`src/hdl/sdram_types_pkg.sv`:
```
package sdram_types_pkg;

// Host word address, {bank, row, column} from the top down
typedef logic [23:0] haddr_t;

// One data word on the host side and on DQ
typedef logic [15:0] hdata_t;

// Row number, also the DRAM address bus width
typedef logic [12:0] row_t;

typedef logic [8:0] col_t;

typedef logic [1:0] bank_t;

endpackage

```
`src/hdl/read_return.sv`:
```
`timescale 1ns/1ps

module read_return #(
	parameter int CAS = 2,
	parameter int BURST = 3
) (
	input logic clkSDRAM,
	input logic n_reset,
	input logic rd_issue,
	input sdram_types_pkg::haddr_t rd_addr,
	input sdram_types_pkg::hdata_t dq,
	output logic rdy_out,
	output sdram_types_pkg::haddr_t addr_out,
	output sdram_types_pkg::hdata_t data_out
);

// Pin register plus CAS cycles in the device
localparam int DEPTH = CAS + 1;
localparam sdram_types_pkg::haddr_t LOW_MASK = sdram_types_pkg::haddr_t'((1 << BURST) - 1);

logic [3:0] burst_cnt;
logic [DEPTH-1:0] rd_pipe, burst_pipe;
sdram_types_pkg::haddr_t addr_pipe [DEPTH];

always_ff @(posedge clkSDRAM, negedge n_reset) begin
	if (!n_reset) begin
		burst_cnt <= 4'd0;
		rd_pipe <= '0;
		burst_pipe <= '0;
		rdy_out <= 1'b0;
	end else begin
		if (rd_issue)
			burst_cnt <= 4'((2 ** BURST) - 1);
		else if (burst_cnt != 4'd0)
			burst_cnt <= burst_cnt - 4'd1;
		rd_pipe <= {rd_pipe[DEPTH-2:0], rd_issue};
		burst_pipe <= {burst_pipe[DEPTH-2:0], burst_cnt != 4'd0};
		rdy_out <= rd_pipe[DEPTH-1] | burst_pipe[DEPTH-1];
	end
end

always_ff @(posedge clkSDRAM) begin
	addr_pipe[0] <= rd_addr;
	for (int i = 1; i < DEPTH; i++)
		addr_pipe[i] <= addr_pipe[i-1];
end

// Later burst words wrap within the aligned block
always_ff @(posedge clkSDRAM) begin
	if (rd_pipe[DEPTH-1])
		addr_out <= addr_pipe[DEPTH-1];
	else if (burst_pipe[DEPTH-1])
		addr_out <= (addr_out & ~LOW_MASK) | ((addr_out + 24'd1) & LOW_MASK);
	data_out <= dq;
end

endmodule

```
`config.mk`:
```
export PLATFORM = sky130hd
export DESIGN_NAME = read_return
export DESIGN_NICKNAME = d
export VERILOG_FILES = /design/src/hdl/sdram_types_pkg.sv /design/src/hdl/read_return.sv
export SDC_FILE = /design/constraint.sdc
export NUM_CORES = 1
export LEC_CHECK = 0
export BUFFER_PORTS_ARGS = -buffer_cell sky130_fd_sc_hd__buf_2
export CELL_PAD_IN_SITES_DETAIL_PLACEMENT = 0
export CELL_PAD_IN_SITES_GLOBAL_PLACEMENT = 2
export CORE_MARGIN = 4
export CORE_UTILIZATION = 33
export CTS_CLUSTER_DIAMETER = 30
export DETAILED_ROUTE_END_ITERATION = 10
export GPL_TIMING_DRIVEN = 0
export PLACE_DENSITY_LB_ADDON = 0.1
export REMOVE_ABC_BUFFERS = 1
export SYNTH_ARGS = -nofsm -noshare
export SYNTH_HDL_FRONTEND = slang
export SYNTH_SLANG_ARGS = --single-unit
```
`constraint.sdc`:
```
create_clock -name clkSDRAM -period 1.8 [get_ports clkSDRAM]
set_input_delay 0.18 -clock clkSDRAM [delete_from_list [all_inputs] [get_ports clkSDRAM]]
set_output_delay 0.18 -clock clkSDRAM [all_outputs]
set_load 0.05 [all_outputs]
```
==> impl_metrics.toml, run 1 <==
[run_status]
status = "finished clean"

[floorplanning]
io_pins = 84
start_util_pct = 33.8
die_area_um2 = 11100
rows = 35
fp.dieW_um = 105
core-area_um2 = 9240
fp.dieH_um = 105

[worst_setup_path]
ff2ff_path_depth = 1
rrSetupSlack_ps = 270
end_kind = "flip-flop"
r2r_end = "addr_out[1]"
cp-start-kind = "flip-flop"
path_class = "reg2reg"
path_delay_family = "flip-flops"
worstPathRequired_ps = 2040
startpoint = "rd_pipe[2]"
cp.arrival_ps = 1770
max_stage_delay_ps = 880
cp_num_buf_inv = 0
critPathMaxFanout = 48
reg2reg_from = "rd_pipe[2]"
crit_slowest_cell = "dfrtp_2"
worstPathCellList = "mux2_2"

[synth]
syn_avg_cell_area_um2 = 17.7
syn_inst = 176
seq_area_frac_synth_pct = 88.3
synth_seq_cells = 123
synthDistinctLibCells = 23
netlist_area_um2 = 3120
synth_warnings = 0

[routing]
wl_met2_um = 2010
drtIter0Drc = 18
antenna_left = 0
wl_um = 4420
firstDrtPassIters = 6
wirelength_met1_um = 1920
routed-wl-met3_um = 413
drc = 0
wl_per_cell_um = 9.66
via_count = 1685
highest-signal-layer = "met4"
viasPerCell = 3.68

[clock_network]
cts_sinks = 123
cts_repair_resize_count = 0
clk_path_buf_depth = 2
clk_pin_slew_ps = 60
cts_root_buf = "clkbuf_8"
post_cts_buffers = 0
cts_made_buffers = 17
insertion_delay_ps = 490
cts.htree.levels = 4
cts_tree = "done"
cts_hold_buf = 42

[finish]
fin_cells = 458
drive_above_1_share_pct = 35.9
diodes = 0
area_growth_pct = 49.7
layout_commonest_cell = "dfxtp_1"
fillCellCount = 831
nNetsFinal = 362
layout_common_cells = "88 x dfxtp_1, 83 x buf_2, 42 x dlygate4sd3_1"

[global_route]
antenna_found_initial = 0
grtUsageTotal_pct = 8.95
grt_pass1_vias = 1640
overflow = 0
grt_start_max_net_pins = 49
grt_pass1_wl_um = 7390

[sta]
period_minus_slack_ps = 1530
hold_viol_final = 0
hold_ws_ps = 80.0
tns_ps = 0
max-slew-margin-rel_pct = 47.7
clock_skew_ps = 8.93
tightestPinTransition_ps = 785
rsz0062_at_grt = "no"
slew_violations = 0
fin_crit_sh_pct = 84.9
max_freq_ghz = 0.654
setup_viol = 0

[power]
power.density_nw_per_um2 = 1400
p_leak_nw = 2.06
peakVddDrop_mv = 0.721
finalPower_w = 0.00653

[hold_path]
min_path_type = "in2async"

[run]
maxCapViolCount = 0

[place]
place_inst = 384
gp_congestion = 0.670
numPortBuffers = 83
==> kinds of logic (layout without fill, tap and decap cells) <==
family	Yosys count	in the layout	share of synthesized area [%]
xor+xnor	1	1	0.280
fa+ha+maj	3	3	1.20
mux	4	4	1.48
simple gates	35	35	7.17
flops	123	123	88.3
buf+inv	7	160	0.961
compound gates	3	3	0.601
==> sequential cells by signal, summed over array words and instances (netlist names) <==
| signal | flops |
|---|---|
| data_out | 16 |
| rd_pipe | 3 |
| burst_pipe | 3 |
| rdy_out | 1 |
| addr_out | 24 |
| burst_cnt | 4 |
| addr_pipe | 72 |
==> power breakdown <==
part	switching, W	internal (W)	leakage [nW]
Clock	0.00112	0.00203	0.283
Sequential	0.0000509	0.00296	1.12
Combinational	0.000213	0.000153	0.657
==> how the worst max path moves through the flow <==
stage | end | slack (ps) | depth (start not counted)
6_report | addr_out[1] | 270 | 1
5_1_grt | addr_out[1] | 130 | 1
4_1_cts | addr_out[1] | 240 | 1
3_5_place_dp | addr_out[1] | 240 | 1
3_3_place_gp | addr_out[1] | -230 | 1
2_1_floorplan | addr_out[1] | 150 | 1
==> routing by layer <==
metal | GRT usage (%) | up-vias
li1 | - | 855
met1 | 9.67 | 757
met2 | 12.8 | 64
met3 | 5.27 | 9
met4 | 6.75 | 0
met5 | 0 | -
==> per-stage QoR <==
stage | util, % | instance area, um2 | worst slack (ps)
finish | 50.6 | 4680 | 271
global route | 50.6 | 4680 | 130
CTS | 50.6 | 4680 | 238
detailed placement | 39.9 | 3680 | 240
global placement | 39.8 | 3680 | -231
floorplan | - | 3100 | 152
==> cell usage after synthesis (all sizes together) <==
cell     n  area share [%]
a211o    1            0.28
and2    21             4.2
buf      1            0.16
clkbuf   3            0.44
dfrtp   11             8.8
dfxtp   88              56
edfxtp  24              23
ha       3             1.2
inv      3            0.36
mux2     2            0.84
mux2i    2            0.64
nand2    2            0.24
nand2b   1            0.20
nor2     2            0.24
nor2b    5             1.0
nor3     2            0.48
nor3b    1            0.60
o21ai    2            0.32
or2      1            0.20
xnor2    1            0.28
==> layout make-up <==
| class | instances | area [um2] | area share, % |
|---|---|---|---|
| clock inverters | 9 | 83.8 | 1.79 |
| multi-input cells | 46 | 335 | 7.17 |
| inverters | 3 | 11.3 | 0.241 |
| repair buffers | 125 | 836 | 17.9 |
| well taps | 129 | 161 | 3.45 |
| flip-flops and latches | 123 | 2760 | 59.0 |
| clock buffers | 23 | 489 | 10.5 |
No activity file was read; power rests on OpenSTA's default activity.
==> run 2: changes to the inputs <==
--- a/config.mk
+++ b/config.mk
@@ -9,7 +9,7 @@
 export CELL_PAD_IN_SITES_DETAIL_PLACEMENT = 0
 export CELL_PAD_IN_SITES_GLOBAL_PLACEMENT = 2
 export CORE_MARGIN = 4
-export CORE_UTILIZATION = 33
+export CORE_UTILIZATION = 32
 export CTS_CLUSTER_DIAMETER = 30
 export DETAILED_ROUTE_END_ITERATION = 10
 export GPL_TIMING_DRIVEN = 0
==> constraint.sdc (replaced) <==
create_clock -name clkSDRAM -period 1.3 [get_ports clkSDRAM]
set_input_delay 0.13 -clock clkSDRAM [delete_from_list [all_inputs] [get_ports clkSDRAM]]
set_output_delay 0.13 -clock clkSDRAM [all_outputs]
set_load 0.05 [all_outputs]
==> impl_metrics.toml, run 2 (synthesized netlist as in run 1, its figures left out) <==
[clock_network]
cts_root_buf = "clkbuf_8"
cts_sinks = 123
clk_path_buf_depth = 2
cts_made_buffers = 17
cts_tree = "done"
clk_pin_slew_ps = 60
insertion_delay_ps = 490
cts.htree.levels = 4

[sta]
fin_crit_sh_pct = 95.0
max_freq_ghz = 0.810
setup_viol = 0
hold_ws_ps = 52.4
period_minus_slack_ps = 1240
tns_ps = 0
hold_viol_final = 0
slew_violations = 0
tightestPinTransition_ps = 279
max-slew-margin-rel_pct = 81.4
clock_skew_ps = 8.75

[finish]
largestRegisters = "addr_pipe: 72 flops, addr_out: 24 flops, data_out: 16 flops"
layout_commonest_cell = "dfxtp_1"
regArea_um2 = 2760
fin_cells = 463
fillCellCount = 822
regMostFlops = "addr_pipe"
layout_common_cells = "88 x dfxtp_1, 80 x buf_2, 42 x dlygate4sd3_1"
largest_reg_flops = 72
drive_above_1_share_pct = 38.6
multi_input_area_um2 = 348
area_growth_pct = 52.7
diodes = 0
fin_area_um2 = 4770
nNetsFinal = 367

[global_route]
grt_pass1_vias = 1810
grtUsageTotal_pct = 10.0
overflow = 0
antenna_found_initial = 0
grt_use_met1_pct = 10.9
grt_util_met3_pct = 5.66
grt_pass1_wl_um = 8390
grt_util_met2_pct = 15.6
grt-busiest-layer = "met2"
grt_start_max_net_pins = 25

[worst_setup_path]
r2r_end = "addr_out[1]"
path_delay_family = "flip-flops"
cp_num_buf_inv = 0
max_stage_delay_ps = 430
crit_slowest_cell = "edfxtp_1"
end_kind = "flip-flop"
worstPathCellList = "ha_1 -> mux2_2"
rrSetupSlack_ps = 60
cp-start-kind = "flip-flop"
cp.depth = 2
worstPathRequired_ps = 1550
path_class = "reg2reg"
ff2ff_path_depth = 2
cp.arrival_ps = 1480
critPathMaxFanout = 3
reg2reg_from = "addr_out[0]"

[routing]
drtIter0Drc = 28
drc = 0
antenna_left = 0
viasPerCell = 3.66
via_count = 1696
wl_um = 5040
firstDrtPassIters = 4
wl_per_cell_um = 10.9

[power]
power.density_nw_per_um2 = 1940
peakVddDrop_mv = 0.991
power.share.clock_pct = 48.9
p_int_w = 0.00722
combPwrFrac_pct = 6.1
switching_share_pct = 21.8
p_switching_w = 0.00202
p_leak_nw = 2.10
power.share.sequential_pct = 45.0

[run_status]
status = "finished clean"

[floorplanning]
rows = 35
start_util_pct = 33.3
die_area_um2 = 11400
io_pins = 84
fp.dieW_um = 107
core-area_um2 = 9370
fp.dieH_um = 107

[run]
maxCapViolCount = 0

[place]
place_area_um2 = 3680
place_inst = 384
gp_congestion = 0.691
numPortBuffers = 83
dp_hpwl_um = 2720

[hold_path]
min_path_type = "in2async"
## run 2: changes by cell type in the layout (fill, tap and decap cells not counted), moves of 2 or more
cell      delta
buf_2        -3
inv_6        +2
buf_4        +5
clkbuf_1     -3
buf_6        +2
inv_4        +3
## run 2: worst max-delay path by stage
| stage | start | to | slack, ps |
|---|---|---|---|
| finish | addr_out[0] | addr_out[1] | 60 |
| global route | addr_out[2] | addr_out[2] | -3 |
| CTS | addr_out[0] | addr_out[0] | 5 |
| detailed placement | rd_pipe[2] | addr_out[1] | -260 |
| global placement | rd_pipe[2] | addr_out[1] | -740 |
| floorplan | rd_pipe[2] | addr_out[1] | -350 |
## run 2: layout make-up
| class | instances | share of cell area, % |
|---|---|---|
| Timing Repair Buffer | 130 | 18.8 |
| Inverter | 3 | 0.236 |
| Tap cell | 129 | 3.38 |
| Clock inverter | 11 | 2.07 |
| Sequential cell | 123 | 57.9 |
| Clock buffer | 21 | 10.3 |
| Multi-Input combinational cell | 46 | 7.29 |
## run 2: per-layer routing
metal | up-vias | routed length [um] | share of wire [%]
li1 | 866 | - | -
met1 | 760 | 2150 | 43
met2 | 63 | 2460 | 49
met3 | 7 | 355 | 7.0
met4 | 0 | 85 | 1.7
met5 | - | 0 | 0
## run 2: what timing repair did
action,in CTS,in global routing
buffers inserted,2,3
resized for setup,2,9
pin swaps,0,1
hold buffers,42,0
endpoints found under the hold margin,55,0
setup endpoints to repair,8,6
## run 2: metrics by stage
stage               power (W)  setup WS [ps]  utilization, %
floorplan             0.00451           -348               -
global placement      0.00466           -744            39.3
detailed placement    0.00467           -263            39.3
CTS                   0.00936           4.55            50.4
global route          0.00962          -3.45            50.9
finish                0.00924           64.8            50.9
## run 2: power groups by stage
stage	Clock, W	Sequential, W	Combinational, W
final	0.00452	0.00415	0.000565
after global routing	0.00484	0.00418	0.000610
after CTS	0.00466	0.00416	0.000545
after detailed placement	0	0.00425	0.000418
after global placement	0	0.00424	0.000416
after floorplan	0	0.00444	0.0000693
