--- src/hdl/sdram_types_pkg.sv ---
package sdram_types_pkg;

// Host word address, {bank, row, column} from the top down
typedef logic [23:0] haddr_t;

// One data word on the host side and on DQ
typedef logic [15:0] hdata_t;

// Row number, also the DRAM address bus width
typedef logic [12:0] row_t;

typedef logic [8:0] col_t;

typedef logic [1:0] bank_t;

endpackage

--- src/hdl/request_queue.sv ---
`timescale 1ns/1ps

module request_queue (
	input logic clkSDRAM,
	input logic n_reset,
	input logic req,
	input logic we,
	input sdram_types_pkg::haddr_t addr_in,
	input sdram_types_pkg::hdata_t data_in,
	input logic take,
	output logic rdy,
	output logic head_valid,
	output logic head_we,
	output sdram_types_pkg::haddr_t head_addr,
	output sdram_types_pkg::hdata_t head_data
);

logic [1:0] count;
logic wr_ptr, rd_ptr;
logic push;

logic we_q [2];
sdram_types_pkg::haddr_t addr_q [2];
sdram_types_pkg::hdata_t data_q [2];

// A take this cycle frees the slot
assign rdy = (count != 2'd2) | take;
assign push = req & rdy;

always_ff @(posedge clkSDRAM, negedge n_reset) begin
	if (!n_reset) begin
		wr_ptr <= 1'b0;
		rd_ptr <= 1'b0;
		count <= 2'd0;
	end else begin
		if (push)
			wr_ptr <= ~wr_ptr;
		if (take)
			rd_ptr <= ~rd_ptr;
		count <= count + 2'(push) - 2'(take);
	end
end

always_ff @(posedge clkSDRAM) begin
	if (push) begin
		we_q[wr_ptr] <= we;
		addr_q[wr_ptr] <= addr_in;
		data_q[wr_ptr] <= data_in;
	end
end

assign head_valid = count != 2'd0;
assign head_we = we_q[rd_ptr];
assign head_addr = addr_q[rd_ptr];
assign head_data = data_q[rd_ptr];

endmodule

--- config.mk ---
export PLATFORM = sky130hd
export DESIGN_NAME = request_queue
export DESIGN_NICKNAME = d
export VERILOG_FILES = /design/src/hdl/sdram_types_pkg.sv /design/src/hdl/request_queue.sv
export SDC_FILE = /design/constraint.sdc
export NUM_CORES = 1
export LEC_CHECK = 0
export BUFFER_PORTS_ARGS = -buffer_cell sky130_fd_sc_hd__buf_2
export CORE_MARGIN = 3
export CORE_UTILIZATION = 52
export DETAILED_ROUTE_END_ITERATION = 8
export GPL_ROUTABILITY_DRIVEN = 0
export PLACE_DENSITY = 0.82
export RECOVER_POWER = 25
export SLEW_MARGIN = 25
export SYNTH_ARGS = -nofsm -noshare
export SYNTH_HDL_FRONTEND = slang
export SYNTH_SLANG_ARGS = --single-unit
--- constraint.sdc ---
create_clock -name clkSDRAM -period 3.15 [get_ports clkSDRAM]
set_clock_uncertainty 0.05 [all_clocks]
set_input_delay 0.63 -clock clkSDRAM [delete_from_list [all_inputs] [get_ports clkSDRAM]]
set_output_delay 0.63 -clock clkSDRAM [all_outputs]
set_load 0.005 [all_outputs]
==> out/summary.txt, run 1 <==
via density per instance - 5.062
post-synthesis cell count - 149
wirelength, routed - 5156 um
endpoints failing hold - 0
Wirelength per Cell - 15.86 um
clock power share - 18.3%
Register Area - 2564 um^2
ANT cells - 0
Routed met1 length - 2192 um
Syn-to-layout area delta - 19.74%
Final Max Slew Viols - 0
Num CTS Buffers - 9
Leak Pwr - 1.604 nW
switching share of power - 26.89%
Seq cells post-synth - 86
Ys Warns - 0
Final ANT Viol Nets - 0
Worst EP required - 2470 ps
Net Count, Synth - 195
post-CTS setup buffer count - 0
final core utilization - 65.87%
gr usage total - 14.74%
maximum vdd drop - 0.0006972 V
Final setup violation count - 0
DRC - 0
Max transition margin - 63.53%
Seq pwr share - 48.5%
CORE AREA - 6096 um^2
clk sinks - 86
Max-Cap Viols - 0
largest net degree at the start of global routing - 42
Die Span Y - 86.30 um
critical path capture point type - primary output
sw power - 0.8975 mW
setup TNS - 0 ps
Ports - 88
Post-Synth Adder-Cell Area - 0.3731%
GR Overflow Total - 0
Max Fclk - 0.4421 GHz
Vias - 1645
Synth Area in XOR/XNOR - 0.7836%
first-pass detailed-route iteration total - 4
die area - 7448 um^2
logic gate share of total power - 33.3%
Final min period - 2262 ps
Clock transition at path regs - 70 ps
top layer in use - met4
arrival time at the worst endpoint - 1580 ps
first-pass GRT wire length - 8128 um
Post-DP HPWL - 3463 um
mux cell area share after synthesis - 18.13%
FILL cells - 437
cts hold-fix bufs - 0
CTS H-tree lvls - 3
Rows - 28
internal power - 2.440 mW
RSZ-0062 raised after global routing - false
met2 WL - 2417 um
Starting DRT DRC Count - 73
Avg Cell Area, Syn - 22.50 um^2
Starting Density - 55.01%
# resized after CTS - 0
port buffer count - 87
multi-input logic area - 739.5 um^2
Yosys cell types - 18
met3 routed WL - 491 um
clk_lat worst skew - 330 ps
crit path launch type - flip-flop
main combinational cell family by area after synthesis - multiplexers
number of nets in the layout - 292
post-synthesis compound-gate area fraction - 0.3731%
CTS Buffer Depth - 2
transition time of the tightest slew-check pin - 547.1 ps
Min-Delay Path Class - input port to async pin
Tot Pwr - 3.337 mW
crit path kind - flip-flop to primary output
Hold WS - 63.97 ps
CTS Root Cell - clkbuf_8
Synth Area in Simple Gates - 2.127%
pwr/cell area - 831.2 nW/um^2
status - finished, final reports clean
initial antenna violation count - 0
period utilisation layout - 71.82%
die width - 86.30 um
vias in the first global route - 1686
Post-Syn Area - 3353 um^2
CTS tree - built
register area share after synthesis - 76.42%
share of cells above drive strength 1 - 54.40%
Crit Path Max Fanout - 24
==> power by group through the flow <==
stage	Sequential [mW]	Clock (mW)	Combinational [mW]
final	1.62	0.609	1.11
after floorplan	1.63	0	0.789
after detailed placement	1.65	0	1.12
after global placement	1.63	0	1.11
after global routing	1.64	0.683	1.21
after CTS	1.62	0.639	1.12
==> per-layer routing <==
layer / global-route usage [%] / vias to the layer above
met2: 23.27 / 73
met3: 4.563 / 8
met5: 0 / -
met4: 7.224 / 0
li1: - / 773
met1: 18.64 / 791
==> final cells by class <==
cell class / instances / share of cell area [%]
Inverter: 1 / 0.09349
Clock buffer: 13 / 3.459
Multi-Input combinational cell: 57 / 18.42
Clock inverter: 2 / 0.2493
Tap cell: 75 / 2.337
Sequential cell: 86 / 63.85
Timing Repair Buffer: 91 / 11.59
==> synth_stat cells <==
| cell type | n | area share, % |
|---|---|---|
| and3_1 | 1 | 0.19 |
| buf_6 | 5 | 1.7 |
| dfrtp_1 | 4 | 3.0 |
| edfxtp_1 | 82 | 73 |
| ha_1 | 1 | 0.37 |
| inv_2 | 1 | 0.11 |
| mux2_1 | 2 | 0.67 |
| mux2_4 | 39 | 17 |
| nand2b_1 | 4 | 0.75 |
| nand4bb_1 | 1 | 0.34 |
| nor2_1 | 1 | 0.11 |
| nor2b_1 | 1 | 0.19 |
| nor3b_2 | 1 | 0.37 |
| o211ai_1 | 1 | 0.22 |
| o21ai_1 | 1 | 0.15 |
| or2_1 | 1 | 0.19 |
| xnor2_1 | 1 | 0.26 |
| xor2_1 | 2 | 0.52 |
==> worst max-delay path, stage by stage, from the launching register on <==
cell     delay (ps)
dfrtp_2         360
buf_4           380
mux2_1          370
buf_2           130
==> through the flow <==
stage / worst slack, ps / std cells / area, um^2
after floorplan: 238.7 / 149 / 3353
after global placement: 962.3 / 309 / 3859
after detailed placement: 913.5 / 309 / 3859
after CTS: 862.8 / 324 / 4008
after global routing: 814.3 / 325 / 4015
final: 887.8 / 325 / 4015
==> sequential cells by signal, indices dropped and copies added, names as in the netlist <==
register	count
rd_ptr	1
we_q	2
addr_q	48
wr_ptr	1
data_q	32
count	2
==> worst paths after layout <==
kind | startpoint | end | slack, ps | cells after the start
setup reg to reg | count[1]$_DFF_PN0_ | addr_q[1][6]$_DFFE_PP_ | 1400 | 4
max in group asynchronous | n_reset | rd_ptr$_DFFE_PN0P_ | 2790 | 1
hold / removal | n_reset | wr_ptr$_DFFE_PN0P_ | 60 | 1
min in group clkSDRAM | addr_in[3] | addr_q[1][3]$_DFFE_PP_ | 440 | 1
setup / recovery | rd_ptr$_DFFE_PN0P_ | head_data[15] | 890 | 3
hold reg to reg | wr_ptr$_DFFE_PN0P_ | wr_ptr$_DFFE_PN0P_ | 540 | 2
==> cells by family after synthesis <==
family / count (synthesis)
AND/OR/NAND/NOR: 10
XOR/XNOR: 3
buffers and inverters: 6
adder cells (fa/ha/maj): 1
flip-flops: 86
AO/OA/AOI/OAI: 2
multiplexers: 41
==> placed cells by master (no fill, tap or decap) <==
master / count
xor2_1: 2
clkbuf_8: 9
edfxtp_1: 82
dfrtp_2: 1
clkbuf_1: 14
clkinv_2: 2
inv_2: 1
nand4bb_1: 1
mux2_1: 2
nor3b_2: 1
and3_2: 1
buf_2: 77
nor2b_1: 1
o211ai_1: 1
buf_4: 3
or2_1: 1
nand2b_1: 4
mux2_4: 39
o21ai_1: 1
xnor2_1: 1
buf_12: 1
ha_1: 1
dfrtp_1: 3
nor2_4: 1
No activity file was read; power rests on OpenSTA's default activity.
==> run 2: changes to the inputs <==
Clock period 3.15 ns to 2.2 ns, I/O delays scaled along.
==> out/summary.txt, run 2 (same netlist as run 1, synthesis figures left out) <==
status - finished, final reports clean
Final Max Slew Viols - 0 (unchanged)
Biggest register - addr_q
DRC - 0 (unchanged)
Starting Density - 55.01% (unchanged)
arrival time at the worst endpoint - 1520 ps (-60 ps)
Rows - 28 (unchanged)
cts hold-fix bufs - 1 (+1)
Crit Path Max Fanout - 17 (-29%)
post-CTS setup buffer count - 0 (unchanged)
Wirelength per Cell - 16.13 um (+1.7%)
ANT cells - 0 (unchanged)
largest net degree at the start of global routing - 33 (-21%)
R2R setup slack - 440 ps (-960 ps)
crit path kind - flip-flop to primary output
Final min period - 2006 ps
clk sinks - 86 (unchanged)
Starting DRT DRC Count - 121 (+66%)
CTS tree - built
final std cells w/o fill - 327 (+0.62%)
Largest regs - addr_q x48, data_q x32
Post-DP HPWL - 3689 um (+6.5%)
period utilisation layout - 91.19%
Final setup violation count - 0 (unchanged)
Setup crit end - head_addr[18]
Die Span Y - 86.30 um (unchanged)
worst r2r path cells - 3 (-1)
commonest non-fill, non-tap cell in the layout - edfxtp_1
most frequent cells in the layout - 82 x edfxtp_1, 75 x buf_2, 39 x mux2_4, 13 x clkbuf_1, 9 x clkbuf_8
Syn-to-layout area delta - 22.57%
Vias - 1614 (-1.9%)
clk_lat worst skew - 330 ps (about the same)
CTS Buffer Depth - 2 (unchanged)
via density per instance - 4.936 (-2.5%)
Largest register FFs - 48 (unchanged)
R2R Path End - data_q[0][3]$_DFFE_PP_
CTS Root Cell - clkbuf_8
Crit Reg-Reg Startpoint - count[1]$_DFF_PN0_
initial antenna violation count - 0 (unchanged)
FILL cells - 439 (+0.46%)
CORE AREA - 6096 um^2 (unchanged)
die area - 7448 um^2 (unchanged)
Final ANT Viol Nets - 0 (unchanged)
setup TNS - 0 ps (unchanged)
endpoints failing hold - 0 (unchanged)
crit path launch type - flip-flop
Min-Delay Path Class - input port to flip-flop
critical path capture point type - primary output
first-pass detailed-route iteration total - 4 (unchanged)
Max-Cap Viols - 0 (unchanged)
# resized after CTS - 0 (unchanged)
Leak Pwr - 1.640 nW (+2.2%)
share of cells above drive strength 1 - 53.57% (-0.83 points)
Clock transition at path regs - 80 ps (about the same)
first-pass GRT wire length - 8300 um (+2.1%)
maximum vdd drop - 0.0008290 V (+19%)
Max Fclk - 0.4984 GHz
gr usage total - 15.11% (+0.37 points)
CTS H-tree lvls - 3 (unchanged)
Max transition margin - 57.16% (-6.4 points)
Worst setup startpoint - rd_ptr$_DFFE_PN0P_
RSZ-0062 raised after global routing - false
placed insts - 310 (+0.32%)
vias in the first global route - 1701 (+0.89%)
GR Overflow Total - 0 (unchanged)
pwr/cell area - 1236 nW/um^2 (+49%)
port buffer count - 87 (unchanged)
wirelength, routed - 5275 um (+2.3%)
die width - 86.30 um (unchanged)
Ports - 88 (unchanged)
number of nets in the layout - 293 (+0.34%)
Worst EP required - 1710 ps (-760 ps)
transition time of the tightest slew-check pin - 641.1 ps (+94.02 ps)
Num CTS Buffers - 9 (unchanged)
-- run 2: cell types whose count changed in the layout (fill, tap and decap cells not counted) --
cell	delta
buf_12	+1
buf_16	+1
buf_2	-2
buf_4	-2
bufinv_16	+2
clkbuf_1	-1
clkinv_1	+3
clkinv_2	-1
dlygate4sd3_1	+1
-- run 2: area by class of cell --
cell class / count / area [um^2] / area share, %
flip-flops and latches: 86 / 2564 / 62.37
clock inverters: 6 / 76.32 / 1.857
multi-input cells: 57 / 739.5 / 17.99
well taps: 75 / 93.84 / 2.283
inverters: 1 / 3.754 / 0.09132
clock buffers: 10 / 127.6 / 3.105
repair buffers: 92 / 505.5 / 12.30
-- run 2: power by group --
part / internal [mW] / switching, mW
registers: 2.21 / 0.111
clock network: 0.627 / 0.489
logic: 0.931 / 0.718
-- run 2: through the flow --
stage                     power, mW  hold slack [ps]  cell area (um^2)  worst slack, ps  util, %
final                         5.082            236.2              4110            193.7    67.43
after detailed placement      4.036            200.9              3911            344.3    64.16
after floorplan               3.460            94.41              3356            73.03        -
after global routing          5.367            221.9              4110            118.1    67.43
after CTS                     5.157            219.8              4125            169.6    67.67
after global placement        3.959            199.1              3884            170.1    63.71
-- run 2: metal layers --
metal / vias to the layer above / track usage, % / wire, um
li1: 777 / - / -
met1: 774 / 18.57 / 2083
met2: 59 / 25.79 / 2758
met3: 4 / 3.802 / 378
met4: 0 / 5.949 / 55
met5: - / 0 / 0
-- run 2: worst min-delay path by stage --
stage                     start                 endpoint  slack, ps  cells past startpoint
finish               addr_in[7]   addr_q[1][7]$_DFFE_PP_        240                      1
global route         data_in[9]   data_q[0][9]$_DFFE_PP_        220                      1
CTS                 addr_in[15]  addr_q[0][15]$_DFFE_PP_        220                      1
detailed placement      n_reset       count[0]$_DFF_PN0_        200                      1
global placement        n_reset       wr_ptr$_DFFE_PN0P_        200                      1
floorplan               n_reset       count[0]$_DFF_PN0_         90                      0
-- run 2: worst max-delay path, stage by stage (launching register included) --
cell	delay (ps)
dfrtp_2	390
buf_4	320
mux2_4	340
buf_2	130
