===== config.mk =====
export PLATFORM = sky130hd
export DESIGN_NAME = sdram_bank
export DESIGN_NICKNAME = d
export VERILOG_FILES = /design/src/hdl/sdram_types_pkg.sv /design/src/hdl/sdram_cmd_pkg.sv /design/src/hdl/sdram_bank.sv
export SDC_FILE = /design/constraint.sdc
export NUM_CORES = 1
export LEC_CHECK = 0
export BUFFER_PORTS_ARGS = -buffer_cell sky130_fd_sc_hd__buf_2
export CAP_MARGIN = 20
export CORE_MARGIN = 4
export CORE_UTILIZATION = 60
export DETAILED_ROUTE_END_ITERATION = 10
export PLACE_DENSITY = 0.82
export RECOVER_POWER = 25
export SYNTH_ARGS = -nofsm -noshare
export SYNTH_HDL_FRONTEND = slang
export SYNTH_SLANG_ARGS = --single-unit
export TNS_END_PERCENT = 1

===== constraint.sdc =====
create_clock -name clkSDRAM -period 4 [get_ports clkSDRAM]
set_input_delay 0 -clock clkSDRAM [delete_from_list [all_inputs] [get_ports clkSDRAM]]
set_output_delay 0 -clock clkSDRAM [all_outputs]
set_load 0.01 [all_outputs]

===== src/hdl/sdram_types_pkg.sv =====
package sdram_types_pkg;

// Host word address, {bank, row, column} from the top down
typedef logic [23:0] haddr_t;

// One data word on the host side and on DQ
typedef logic [15:0] hdata_t;

// Row number, also the DRAM address bus width
typedef logic [12:0] row_t;

typedef logic [8:0] col_t;

typedef logic [1:0] bank_t;

endpackage


===== src/hdl/sdram_cmd_pkg.sv =====
package sdram_cmd_pkg;

typedef enum logic [2:0] {NOP, READ, WRITE, ACT, PRE, PALL, REF, MRS} command_t;

// Precharge all banks when set with PRE
localparam int A10_BIT = 10;

// Mode register fields
localparam int MR_BL_LSB = 0;
localparam int MR_CAS_LSB = 4;
localparam int MR_WB_BIT = 9;

// {RAS_N, CAS_N, WE_N} for each command
function automatic logic [2:0] pin_code(command_t c);
	case (c)
	READ: return 3'b101;
	WRITE: return 3'b100;
	ACT: return 3'b011;
	PRE, PALL: return 3'b010;
	REF: return 3'b001;
	MRS: return 3'b000;
	default: return 3'b111;
	endcase
endfunction

// Sequential bursts, single-word writes
function automatic sdram_types_pkg::row_t mode_word(int cas, int burst_log2);
	sdram_types_pkg::row_t mw;
	mw = '0;
	mw[MR_BL_LSB +: 3] = 3'(burst_log2);
	mw[MR_CAS_LSB +: 3] = 3'(cas);
	mw[MR_WB_BIT] = 1'b1;
	return mw;
endfunction

endpackage


===== src/hdl/sdram_bank.sv =====
`timescale 1ns/1ps

module sdram_bank #(
	parameter int TRC = 8,
	parameter int TRAS = 6,
	parameter int TRP = 2,
	parameter int TRCD = 2,
	parameter int TDPL = 2
) (
	input logic clkSDRAM,
	input logic n_reset,
	input logic sel,
	input sdram_cmd_pkg::command_t cmd,
	input sdram_types_pkg::row_t row,
	output logic active,
	output logic match,
	output logic act_ok,
	output logic pre_ok,
	output logic rw_ok
);

localparam logic [7:0] CNT_MAX = 8'hff;

// Cycles since the last command of each kind, saturating
logic [7:0] since_act, since_pre, since_wr;
sdram_types_pkg::row_t open_row;
logic do_act, do_pre, do_wr;

function automatic logic [7:0] sat_inc(logic [7:0] c);
	return (c == CNT_MAX) ? c : c + 8'd1;
endfunction

assign do_act = sel & (cmd == sdram_cmd_pkg::ACT);
assign do_pre = sel & (cmd == sdram_cmd_pkg::PRE || cmd == sdram_cmd_pkg::PALL);
assign do_wr = sel & (cmd == sdram_cmd_pkg::WRITE);

always_ff @(posedge clkSDRAM, negedge n_reset) begin
	if (!n_reset) begin
		active <= 1'b0;
		since_act <= CNT_MAX;
		since_pre <= CNT_MAX;
		since_wr <= CNT_MAX;
	end else begin
		if (do_act)
			active <= 1'b1;
		else if (do_pre)
			active <= 1'b0;
		since_act <= do_act ? 8'd1 : sat_inc(since_act);
		since_pre <= do_pre ? 8'd1 : sat_inc(since_pre);
		since_wr <= do_wr ? 8'd1 : sat_inc(since_wr);
	end
end

always_ff @(posedge clkSDRAM) begin
	if (do_act)
		open_row <= row;
end

assign match = active & (open_row == row);

assign act_ok = (since_pre >= TRP) && (since_act >= TRC);
assign pre_ok = (since_act >= TRAS) && (since_wr >= TDPL);
assign rw_ok = since_act >= TRCD;

endmodule


==> results list, run 1 <==
* Run status: completed
- Transition at the pin with the smallest max-transition slack: between 1000 and 1500 ps
* Horizontal die dimension: 65.9 µm
- After detailed placement, the total cell area comes to about 2200 µm².
* Root cell of the clock tree: clkbuf_4
* Port buffer count: 23
* Final setup fails: 0
* Library cell with the largest summed area after synthesis: dfstp_2
- TritonCTS built the clock tree.
* Post-route clock skew: about 3.4 ps
- Counting the buffers created by CTS gives 5.
* Core region area: around 3100 µm²
- In this run the most critical hold path is launched from cmd[2].
- Die outline area: 4340 µm²
- Counting distinct cell types in the post-synthesis netlist gives 44.
* Post-DP HPWL: ~2900 µm
- Wirelength, routed: 4360 µm
- After routing, the total negative slack on setup checks comes to 0 ps.
* Total number of nets in the final design: 247
* Combined global-route utilization of all metal layers: roughly 22%
- After synthesis, flip-flops and latches occupy 52.1% of the total area.
* Most crowded layer after global routing: met2
- Largest buffer count on any clock path: 2
* Predominant post-synthesis flop cell: dfstp_2
* Vias after detailed routing: between 1,500 and 2,000
- Remaining antenna violation count after routing: 0
- The hold violation count in the final report was 0.
* Fin util: approximately three quarters
* Area Growth Syn to Fin: 16.7%
* Initial standard-cell utilization of the core: about 64%
* Global routing usage on met3: 6.12%
- Post-DR vias/cell: just over 6
- Power density normalized to cell area: 541 nW/µm²
- After clock tree synthesis, the clock-pin slew on the worst setup and hold paths is about 110 ps.
- Per-cell routed wire length: around 16 µm
* Maximum level of the CTS H-tree: 2
* Initial DRC count: 168
* Number of enable flip-flop cells after synthesis: 13
- Asr flop ratio synth: 65.8%
- After layout, the worst setup slack is approximately 2200 ps.
- The worst setup path is launched from a register.
* Count of mapped cells out of synthesis: between 150 and 200
- 0 antenna diodes ended up in the layout.
* Ratio of cells with drive above 1 in the final layout: between 20% and 30%
- By startpoint and endpoint, the worst setup path is classified as reg2out.
- Of the available clock period, the critical path in the final layout requires between 40% and 50%.
* Peak supply drop: about 310 µV
- Number of global-route vias before repair: around 1,600
- The first global-routing pass estimated about 7300 µm of wire.
- Fill cell count: approximately 220
- The critical path starts at since_act[5]$_DFFE_PN1P_.
* Total of warnings raised by yosys: 0
- Headroom to the max-slew limit came out at 12.4%.
* Tmin final: ~1800 ps
- Max-cap violations: 0
* Unrepaired setup endpoints after global routing: no
* DRC viols: 0
- For this run, global-route usage on met2 was measured as a little under two fifths.
- Share of the synthesized area in the top cell type: around a third
* Last weighted congestion value of the routability-driven placer: approximately 0.85
- At the worst endpoint, the required time is roughly 4000 ps.
- Antenna violations before repair: 0
- Counting flops and latches in the post-synthesis netlist gives 38.
- The worst setup path is captured at an output port.
- Launch point of the worst reg-to-reg path: since_pre[1]$_DFFE_PN1P_
- The clock net in this run drives a total of 38 sinks.
- Worst min-delay path class: in2reg
- Critical Path AT: between 1500 and 2000 ps
- Final Max Slew Viols: 0
* Total overflow reported by the global router: 0
- Max frequency: about 0.55 GHz
* Number of top-level pins: 24
- In the post-synthesis netlist, the cell with the most instances is dfstp_2.
* Number of buffers inserted to repair setup after CTS: 0
- Reg-to-reg slack, setup: roughly 2300 ps
* Clock insertion delay at the later pin of the skew report: about 340 ps
- Before antenna repair, the detailed router went through 7 iterations.
- OpenSTA, run right after detailed placement, puts the worst setup slack at 2390 ps.
- After routing the design area is between 2000 and 2500 µm².
- For this design the static power due to leakage is roughly 0.00084 µW.
- Y dimension of the die: 65.9 µm
- Synth Cell Area: about 2000 µm²
* List of most frequent post-synthesis cells: 24 x dfstp_2, 16 x nand2_1, 13 x edfxtp_1, 13 x xnor2_1
* CP max FO: 8
- Placement row count: 20
* Pin count of the biggest net entering global routing: 26
* Synthesized area per cell: between 10 and 15 µm²
- Most area-consuming cells after synthesis: dfstp_2 31%, edfxtp_1 19%, xnor2_1 5.7%, ha_1 3.7%, a31oi_1 3.1%
- Global routing used between 20 and 30% of the available met1 tracks.
- When the netlist entered floorplanning its net count stood at between 200 and 250.
==> report_power, final <==
part,switching (µW),leakage (µW),internal [µW]
Clock,122,0.0000326,86.8
Combinational,182,0.000427,163
Sequential,154,0.000381,561
Total,458,0.000840,810
==> registers in the layout (all words and copies together) (netlist names) <==
signal / cells
open_row: 13
since_pre: 8
since_wr: 8
active: 1
since_act: 8
==> layer usage <==
layer / wire length (µm) / up-vias / share of wire [%]
li1: - / 774 / -
met5: 0 / - / 0
met1: 1760 / 795 / 40
met4: 93 / 0 / 2.1
met3: 259 / 11 / 5.9
met2: 2250 / 71 / 52
==> per-stage QoR <==
step	hold WS (ps)	cells	power, µW
finish	48.6	267	1270
global route	42.9	267	1350
CTS	42.0	267	1260
detailed placement	11.2	245	1040
global placement	15.8	245	1020
floorplan	-296	181	925
==> final cells by class <==
| type | count | area, µm² | share of cell area [%] |
|---|---|---|---|
| sequential | 38 | 1050 | 44.6 |
| clock buffer | 8 | 58.8 | 2.51 |
| inverter | 6 | 22.5 | 0.960 |
| tap | 44 | 55.1 | 2.35 |
| multi-input combinational | 134 | 926 | 39.5 |
| timing repair buffer | 37 | 238 | 10.1 |
==> final timing paths <==
path                                            endpoint  depth (start not counted)
worst max register to register  since_pre[6]$_DFFE_PN1P_                          4
worst min register to register   since_wr[3]$_DFFE_PN1P_                          2
worst max-delay path                              pre_ok                          4
worst min-delay path            since_pre[1]$_DFFE_PN1P_                          3
max in group asynchronous             active$_DFFE_PN0P_                          2
min in group asynchronous             active$_DFFE_PN0P_                          2
==> cells in the final DEF (no fill, tap or decap), types with 3 or more instances in the layout <==
cell type,netlist,routed
dfstp_2,24,24
nand2_1,16,16
clkbuf_1,0,16
dlygate4sd3_1,0,14
xnor2_1,13,13
edfxtp_1,13,13
o21ai_0,10,10
a31oi_1,10,10
nor3_1,9,9
buf_2,3,9
nand4_1,8,8
a21oi_1,7,7
nand3_1,7,7
inv_1,6,6
ha_1,6,6
nor4_1,5,5
clkbuf_4,0,5
a211oi_1,3,3
or3_1,3,3
==> kinds of logic (layout without fill, tap and decap cells) <==
family	after synthesis	after routing	synth area share, %
and+or+nand+nor	70	70	21.5
DFF	38	38	52.1
adders and majority gates	6	6	3.74
buffers and inverters	9	51	1.87
AOI/OAI and AO/OA	42	42	13.7
muxes	2	2	0.996
xor gates and xnor gates	14	14	6.10
==> what timing repair did <==
| item | CTS | global route |
|---|---|---|
| resized for setup | 0 | 0 |
| hold endpoints to repair | 38 | 0 |
| hold buffers | 14 | 0 |
| setup endpoints to repair | 0 | 0 |
==> critical path, stage by stage, from the launching register on <==
cell and delay, ps:
dfstp_2 420, or4_1 510, nor2_1 280, a22oi_1 120, buf_2 160
(Power assumes the default switching activity.)
==> inputs of run 2 (changes only) <==
--- a/config.mk
+++ b/config.mk
@@ -5,12 +5,13 @@
 export SDC_FILE = /design/constraint.sdc
 export NUM_CORES = 1
 export LEC_CHECK = 0
+export ABC_AREA = 1
 export BUFFER_PORTS_ARGS = -buffer_cell sky130_fd_sc_hd__buf_2
 export CAP_MARGIN = 20
 export CORE_MARGIN = 4
-export CORE_UTILIZATION = 60
+export CORE_UTILIZATION = 52
 export DETAILED_ROUTE_END_ITERATION = 10
-export PLACE_DENSITY = 0.82
+export PLACE_DENSITY = 0.75
 export RECOVER_POWER = 25
 export SYNTH_ARGS = -nofsm -noshare
 export SYNTH_HDL_FRONTEND = slang
==> constraint.sdc (replaced) <==
create_clock -name clkSDRAM -period 1.65 [get_ports clkSDRAM]
set_input_delay 0 -clock clkSDRAM [delete_from_list [all_inputs] [get_ports clkSDRAM]]
set_output_delay 0 -clock clkSDRAM [all_outputs]
set_load 0.01 [all_outputs]
==> results list, run 2 <==
* Initial standard-cell utilization of the core: 54.3% (was 64.2%)
* Total of warnings raised by yosys: 0 (unchanged)
- Core region area: 4030 µm² (was 3130 µm²)
- Remaining antenna violation count after routing: 0 (unchanged)
- The power per unit of standard cell area is 1240 nW/µm² (was 541 nW/µm²).
- DP Area: 2370 µm² (was 2160 µm²)
- The hold violation count in the final report came to 0 (unchanged).
* Detailed Routing Iterations Pass 1: 4 (was 7)
- The endpoint required time on the critical path is 1650 ps (was 4000 ps).
- Max-cap violations: 0 (unchanged)
- The maximum number of pins on one net before global-route repair was 26 (unchanged).
- The setup total negative slack is 0 ps (unchanged).
- The count of inserted antenna diode cells is 0 (unchanged).
* Launch point of the worst reg-to-reg path: since_wr[0]$_DFFE_PN1P_ (was since_pre[1]$_DFFE_PN1P_)
- The quantity of I/O buffers inserted on ports is 23 (unchanged).
* Number of sinks handled by clock tree synthesis: 38 (unchanged)
- Placement row count: 23 (was 20)
- The hold-critical path depth was 3 (unchanged).
- Initial DRC count: 91 (was 168)
- Slew margin rel.: 11.4% (was 12.4%)
* Critical path origin: since_pre[0]$_DFFE_PN1P_ (was since_act[5]$_DFFE_PN1P_)
- The maximum clock insertion buffer count is 2 (unchanged).
- Clock buffers created by TritonCTS: 5 (unchanged)
- Max FFs per register: 13 (unchanged)
- Asr flop ratio synth: 65.8% (unchanged)
- Unrepaired setup endpoints after global routing: no (unchanged).
- The flip-flop and latch count after synthesis is 38 (unchanged).
- The routed length on met1 came to 1970 µm (was 1760 µm).
- Number of cells traversed by the worst register-to-register path: 8 (was 4)
* Maximum level of the CTS H-tree: 2 (unchanged)
- The floorplan die area came to 5310 µm² (was 4340 µm²).
- Most area-consuming cells after synthesis: dfstp_2 29%, edfxtp_1 18%, nand2_1 15%, inv_1 7.7%, nand3_1 5.0% (was dfstp_2 31%, edfxtp_1 19%, xnor2_1 5.7%, ha_1 3.7%, a31oi_1 3.1%).
- The wire length of the first global-routing pass came to 7560 µm (was 7270 µm).
- Post-DP HPWL: 3090 µm (was 2940 µm)
* Sequential area share after synthesis: 47.8% (was 52.1%)
- The maximum resistive drop on vdd was 852 µV (was 311 µV).
- Run status: completed (unchanged).
* Post-synthesis net count: 308 (was 206)
* Final period util: a little over nine tenths
* Last weighted congestion value of the routability-driven placer: 0.856 (was 0.852)
- The synthesized area per cell was 7.74 µm² (was 11.1 µm²).
- The count of final max-slew check failures is 0 (unchanged).
- The synthesis-to-finish area growth was 18.2% (was 16.7%).
* Clock insertion delay at the later pin of the skew report: 290 ps (was 340 ps)
* Transition at the pin with the smallest max-transition slack: 1330 ps (was 1310 ps)
- Critical Path Sink Type: output port (unchanged)
* List of most frequent post-synthesis cells: 86 x nand2_1, 45 x inv_1, 29 x nor2_1 (was 24 x dfstp_2, 16 x nand2_1, 13 x edfxtp_1, 13 x xnor2_1)
* Share of the synthesized area in the top cell type: 28.8% (was 31.4%)
* Horizontal die dimension: 72.9 µm (was 65.9 µm)
- Library cell with the largest summed area after synthesis: dfstp_2 (unchanged)
- The number of synthesized flops with an enable pin was 13 (unchanged).
- The most common cell in the synthesized netlist is nand2_1 (was dfstp_2).
- Hold path startpoint: cmd[0] (was cmd[2])
* Vias after detailed routing: 1,856 (was 1,651)
- The distinct cell type count after synthesis was 30 (was 44).
- Number of top-level pins: 24 (unchanged)
* Path type of the worst setup path: reg2out (unchanged)
- The buffer type at the clock tree root is clkbuf_8 (was clkbuf_4).
* Final std cell area, no fill: 2590 µm² (was 2350 µm²)
* Clock slew at reported path FFs: 80 ps (was 110 ps)
* Synth Cell Area: 2190 µm² (was 2010 µm²)
* Most common library cell in the layout ignoring fill and taps: nand2_1 (was dfstp_2)
- Counting I/O delays and the setup requirement, the final critical path takes approximately 1600 ps.
- Antenna violations before repair: 0 (unchanged)
- The via count normalized by instance count is 4.90 (was 6.18).
- The top fanout value on the critical path is 4 (was 8).
- The number of global-route vias before repair came to 1,745 (was 1,590).
- The element type at the critical path start was a register (unchanged).
* Fill cell count: 348 (was 219)
- Combined global-route utilization of all metal layers: 18.4% (was 22.4%)
- Worst min-delay path class: in2reg (unchanged)
* Count of mapped cells out of synthesis: 283 (was 181)
- Uppermost layer routed: met4 (unchanged)
- Post-route clock skew: 4.85 ps (was 3.41 ps)
* Final setup fails: 0 (unchanged)
* Routed wire length on met3: 163 µm (was 259 µm)
- The cell leakage power was 0.00127 µW (was 0.000840 µW).
* Total number of nets in the final design: 353 (was 247)
* Most flops, register: open_row (unchanged)
- The die boundary height is 72.9 µm (was 65.9 µm).
* Max frequency: between 0.6 and 0.7 GHz
- DRC viols: 0 (unchanged)
- TritonCTS clock tree: done (unchanged)
- The most common flop cell mapped by yosys is dfstp_2 (unchanged).
* Routed length on met2: 2170 µm (was 2250 µm)
- Top library cells by usage in the layout, fill and taps aside: 86 x nand2_1, 44 x inv_1, 29 x nor2_1 (was 24 x dfstp_2, 16 x nand2_1, 16 x clkbuf_1)
- Total overflow reported by the global router: 0 (unchanged)
- The average wire per standard cell is 11.5 µm (was 16.3 µm).
- The fraction of final layout cells sized beyond drive strength 1 came to 18.5% (was 22.0%).
* Wirelength, routed: 4370 µm (was 4360 µm)
- Critical Path AT: 1560 ps (was 1830 ps)
## run 2: changes by cell type after synthesis, sizes merged, moves of 5 or more
cell / delta
xnor2: -12
inv: +44
nor4: -5
a211oi: -5
nand3: +16
a31oi: -7
nor2: +31
nor3: -5
nand4: -5
nand2: +73
## run 2: layout make-up
cell class	instances	area, µm²	area share, %
Clock buffer	5	68.8	2.66
Sequential cell	38	1050	40.4
Tap cell	50	62.6	2.42
Multi-Input combinational cell	191	945	36.5
Timing Repair Buffer	38	245	9.48
Clock inverter	3	16.3	0.629
Inverter	54	204	7.88
## run 2: cell families (layout without fill, tap and decap cells)
kind of cell / count (synthesis) / count (layout) / share of synthesized area (%)
xor+xnor: 3 / 3 / 1.20
flops: 38 / 38 / 47.8
compound gates: 25 / 25 / 6.17
buf+inv: 54 / 100 / 9.31
simple gates: 157 / 157 / 32.1
fa+ha+maj: 6 / 6 / 3.43
## run 2: through the flow
step	util (%)	instances	hold WS (ps)	total power, µW	setup slack (ps)
floorplan	-	283	-296	2240	334
global placement	58.8	356	25.0	2520	270
detailed placement	58.8	356	21.0	2540	229
CTS	64.3	378	94.3	3210	39.3
global route	64.2	379	120	3440	1.80
finish	64.2	379	98.6	3200	87.5
## run 2: worst paths after layout
check                                           end  slack [ps]
setup / recovery                             act_ok          90
hold / removal             since_act[0]$_DFFE_PN1P_         100
setup reg to reg            since_wr[5]$_DFFE_PN1P_         180
hold reg to reg             since_wr[0]$_DFFE_PN1P_         490
max in group asynchronous        active$_DFFE_PN0P_         340
min in group asynchronous        active$_DFFE_PN0P_         540
## run 2: timing repair
| item | 4_1_cts | 5_1_grt |
|---|---|---|
| setup buffers | 0 | 1 |
| resized for setup | 0 | 2 |
| hold buffers | 14 | 0 |
| setup endpoints to repair | 0 | 2 |
| endpoints found under the hold margin | 14 | 0 |
## run 2: worst max-delay path: stages, from the launching register on
cell and delay, ps:
dfstp_2 560, inv_1 80, ha_1 210, nor3_2 160, a31oi_1 110, buf_2 150
## run 2: power breakdown
group / total (µW) / leakage, µW / internal, µW / switching, µW
combinational: 978 / 0.000843 / 410 / 568
clock: 621 / 0.0000416 / 289 / 332
sequential: 1600 / 0.000381 / 1350 / 251
total: 3200 / 0.00127 / 2050 / 1150
## run 2: metal layers
layer,vias to the layer above,global-route usage (%)
li1,974,-
met1,842,23.3
met2,33,32.0
met3,7,3.03
met4,0,6.15
met5,-,0
==> inputs of run 3 (changes only) <==
--- a/config.mk
+++ b/config.mk
@@ -9,9 +9,9 @@
 export BUFFER_PORTS_ARGS = -buffer_cell sky130_fd_sc_hd__buf_2
 export CAP_MARGIN = 20
 export CORE_MARGIN = 4
-export CORE_UTILIZATION = 52
+export CORE_UTILIZATION = 58
 export DETAILED_ROUTE_END_ITERATION = 10
-export PLACE_DENSITY = 0.75
+export PLACE_DENSITY = 0.79
 export RECOVER_POWER = 25
 export SYNTH_ARGS = -nofsm -noshare
 export SYNTH_HDL_FRONTEND = slang
==> constraint.sdc (replaced) <==
create_clock -name clkSDRAM -period 1.6 [get_ports clkSDRAM]
set_input_delay 0 -clock clkSDRAM [delete_from_list [all_inputs] [get_ports clkSDRAM]]
set_output_delay 0 -clock clkSDRAM [all_outputs]
set_load 0.01 [all_outputs]
==> results list, run 3 (synthesized netlist as in run 2, its figures left out) <==
* Number of cells traversed by the worst register-to-register path: 8 (unchanged)
- Remaining antenna violation count after routing: 0 (unchanged)
* Combined global-route utilization of all metal layers: 19.8% (was 18.4%)
- The final critical-path setup slack is 7.63 ps (was 87.5 ps).
- CP max FO: 4 (unchanged)
- Launch point of the worst reg-to-reg path: since_pre[0]$_DFFE_PN1P_ (was since_wr[0]$_DFFE_PN1P_)
- Highest cell delay on the worst timing path: 550 ps (was 560 ps)
- The element type at the critical path start is a register (unchanged).
- The family with the most delay on the worst path was flip-flops (unchanged).
- Worst min-delay path class: in2reg (unchanged)
* Final period util: around 100%
* Peak supply drop: 985 µV (was 852 µV)
- The average wire per standard cell was 11.7 µm (was 11.5 µm).
* Final setup fails: 0 (unchanged)
- The launch point of the critical path is since_wr[0]$_DFFE_PN1P_ (was since_pre[0]$_DFFE_PN1P_).
- The fraction of met2 tracks used by global routing came to 33.7% (was 32.0%).
- The number of global-route vias before repair is 1,823 (was 1,745).
* Worst setup path end: pre_ok (was act_ok)
- The residual overflow from global routing came to 0 (unchanged).
- The register-to-register setup slack is 130 ps (was 180 ps).
- The endpoint required time on the critical path was 1600 ps (was 1650 ps).
- R2r endpoint: since_pre[4]$_DFFE_PN1P_ (was since_wr[5]$_DFFE_PN1P_)
* Top library cells by usage in the layout, fill and taps aside: 86 x nand2_1, 45 x inv_1, 29 x nor2_1 (was 86 x nand2_1, 44 x inv_1, 29 x nor2_1)
- Most common library cell in the layout ignoring fill and taps: nand2_1 (unchanged)
- The horizontal extent of the die came to 69.4 µm (was 72.9 µm).
- Initial standard-cell utilization of the core: 59.8% (was 54.3%)
- Post-DR vias/cell: 5.09 (was 4.90)
- Pin count of the biggest net entering global routing: 26 (unchanged)
- Path type of the worst setup path: reg2out (unchanged)
- The number of antenna violations at the first check in global routing came to 0 (unchanged).
* Power density normalized to cell area: 1290 nW/µm² (was 1240 nW/µm²)
- The met3 layer usage reported by global route is 5.80% (was 3.03%).
- The slew of the pin with the lowest slew margin came to 1330 ps (about the same).
* Core region area: 3660 µm² (was 4030 µm²)
* TritonCTS clock tree: done (unchanged)
- Max frequency: roughly 0.63 GHz
* Slew margin rel.: 11.2% (was 11.4%)
* Final TNS setup: 0 ps (unchanged)
- The power after layout was 3360 µW (was 3200 µW).
* Clock insertion delay at the later pin of the skew report: 290 ps (about the same)
- N_diodes: 0 (unchanged)
- Most crowded layer after global routing: met2 (unchanged)
- The hold violation count in the final report is 0 (unchanged).
- Die outline area: 4820 µm² (was 5310 µm²)
- The fraction of final layout cells sized beyond drive strength 1 is 18.8% (was 18.5%).
- Slowest cell on crit path: dfstp_2 (unchanged)
* Detailed Routing Iterations Pass 1: 4 (unchanged)
- The met1 track utilization from global routing is 24.6% (was 23.3%).
- List of cells traversed by the critical path: inv_1 > ha_1 > nor2_1 > nand3_1 > nor2_1 > a21oi_1 > buf_2 (was inv_1 > ha_1 > nor3_2 > a31oi_1 > buf_2).
* Y dimension of the die: 69.4 µm (was 72.9 µm)
* LEAKAGE: 0.00128 µW (was 0.00127 µW)
- The clock period could shrink to between 1500 and 2000 ps.
- The hold-critical path depth was 3 (unchanged).
- Clock slew at reported path FFs: 80 ps (about the same)
- The count of final max-slew check failures was 0 (unchanged).
* Count of buffering cells on the critical path with inverters included: 2 (unchanged)
- The half-perimeter wire length of the detailed placement result came to 3130 µm (was 3090 µm).
- Final std cell area, no fill: 2610 µm² (was 2590 µm²)
- Wirelength, routed: 4410 µm (was 4370 µm)
- The number of H-tree levels came to 2 (unchanged).
- The number of nets in the finished design is 354 (was 353).
* Hold path startpoint: sel (was cmd[0])
- The data arrival time of the worst path is 1590 ps (was 1560 ps).
* Last weighted congestion value of the routability-driven placer: 0.879 (was 0.856)
- The total number of clock tree sinks is 38 (unchanged).
* DP Area: 2360 µm² (was 2370 µm²)
* Critical path depth: 7 (was 5)
* Number of top-level pins: 24 (unchanged)
- Wire length of the first global-routing pass: 7840 µm (was 7560 µm)
- Max-cap violations: 0 (unchanged)
* Placement row count: 22 (was 23)
- Run status: completed (unchanged).
* Clock buffers created by TritonCTS: 5 (unchanged)
- The flip-flop count of the largest register after layout was 13 (unchanged).
- The critical path capture point type is an output port (unchanged).
- The maximum clock insertion buffer count was 2 (unchanged).
* Post-route clock skew: 10.3 ps (was 4.85 ps)
- Unrepaired setup endpoints after global routing: yes (was no).
* Cell type with the highest occurrence count on the critical path: nor2_1
- The buffer type at the clock tree root is clkbuf_8 (unchanged).
- The register containing the most flip-flops in the final layout is open_row (unchanged).
* Fill cell count: 301 (was 348)
* Fin util: 71.3% (was 64.2%)
- Port buffer count: 23 (unchanged)
* Area Growth Syn to Fin: 19.2% (was 18.2%)
* Vias after detailed routing: 1,924 (was 1,856)
- Initial DRC count: 111 (was 91)
* Worst slack at placement: 187 ps (was 229 ps)
* DRC viols: 0 (unchanged)
run 3: layout make-up:
type                            instances  area, µm²  share of cell area, %
Clock inverter                          2       12.5                  0.479
Timing Repair Buffer                   39        253                   9.68
Sequential cell                        38       1050                   40.1
Inverter                               54        204                   7.81
Multi-Input combinational cell        191        952                   36.5
Tap cell                               48       60.1                   2.30
Clock buffer                            6       82.6                   3.16
run 3: per-layer routing:
layer	wire length, µm	vias up	share of wire [%]
li1	-	976	-
met5	0	-	0
met4	38	0	0.86
met1	1950	902	44
met2	2210	40	50
met3	224	6	5.1
run 3: through the flow:
stage	instances	hold slack [ps]
floorplan	283	-296
global placement	354	14.0
detailed placement	354	18.6
CTS	377	104
global route	378	117
finish	378	103
run 3: power by group:
group          switching [µW]  leakage, µW  internal [µW]
clock                     339    0.0000472            346
combinational             597     0.000848            429
sequential                254     0.000381           1390
run 3: worst min-delay path by stage:
stage                                     endpoint
after floorplan                 active$_DFFE_PN0P_
after global placement          active$_DFFE_PN0P_
after detailed placement        active$_DFFE_PN0P_
after CTS                 since_act[0]$_DFFE_PN1P_
after global routing      since_act[0]$_DFFE_PN1P_
final                     since_act[0]$_DFFE_PN1P_
run 3: worst min-delay path, delay by kind of cell:
kind | cells | cell delay (ps)
AND/OR/NAND/NOR | 2 | 250
buffers and inverters | 1 | 130
run 3: timing repair:
| action | CTS | global route |
|---|---|---|
| buffers inserted | 1 | 1 |
| gates resized for setup | 1 | 1 |
| setup endpoints to repair | 2 | 3 |
| hold buffers | 14 | 0 |
| hold endpoints to repair | 14 | 0 |
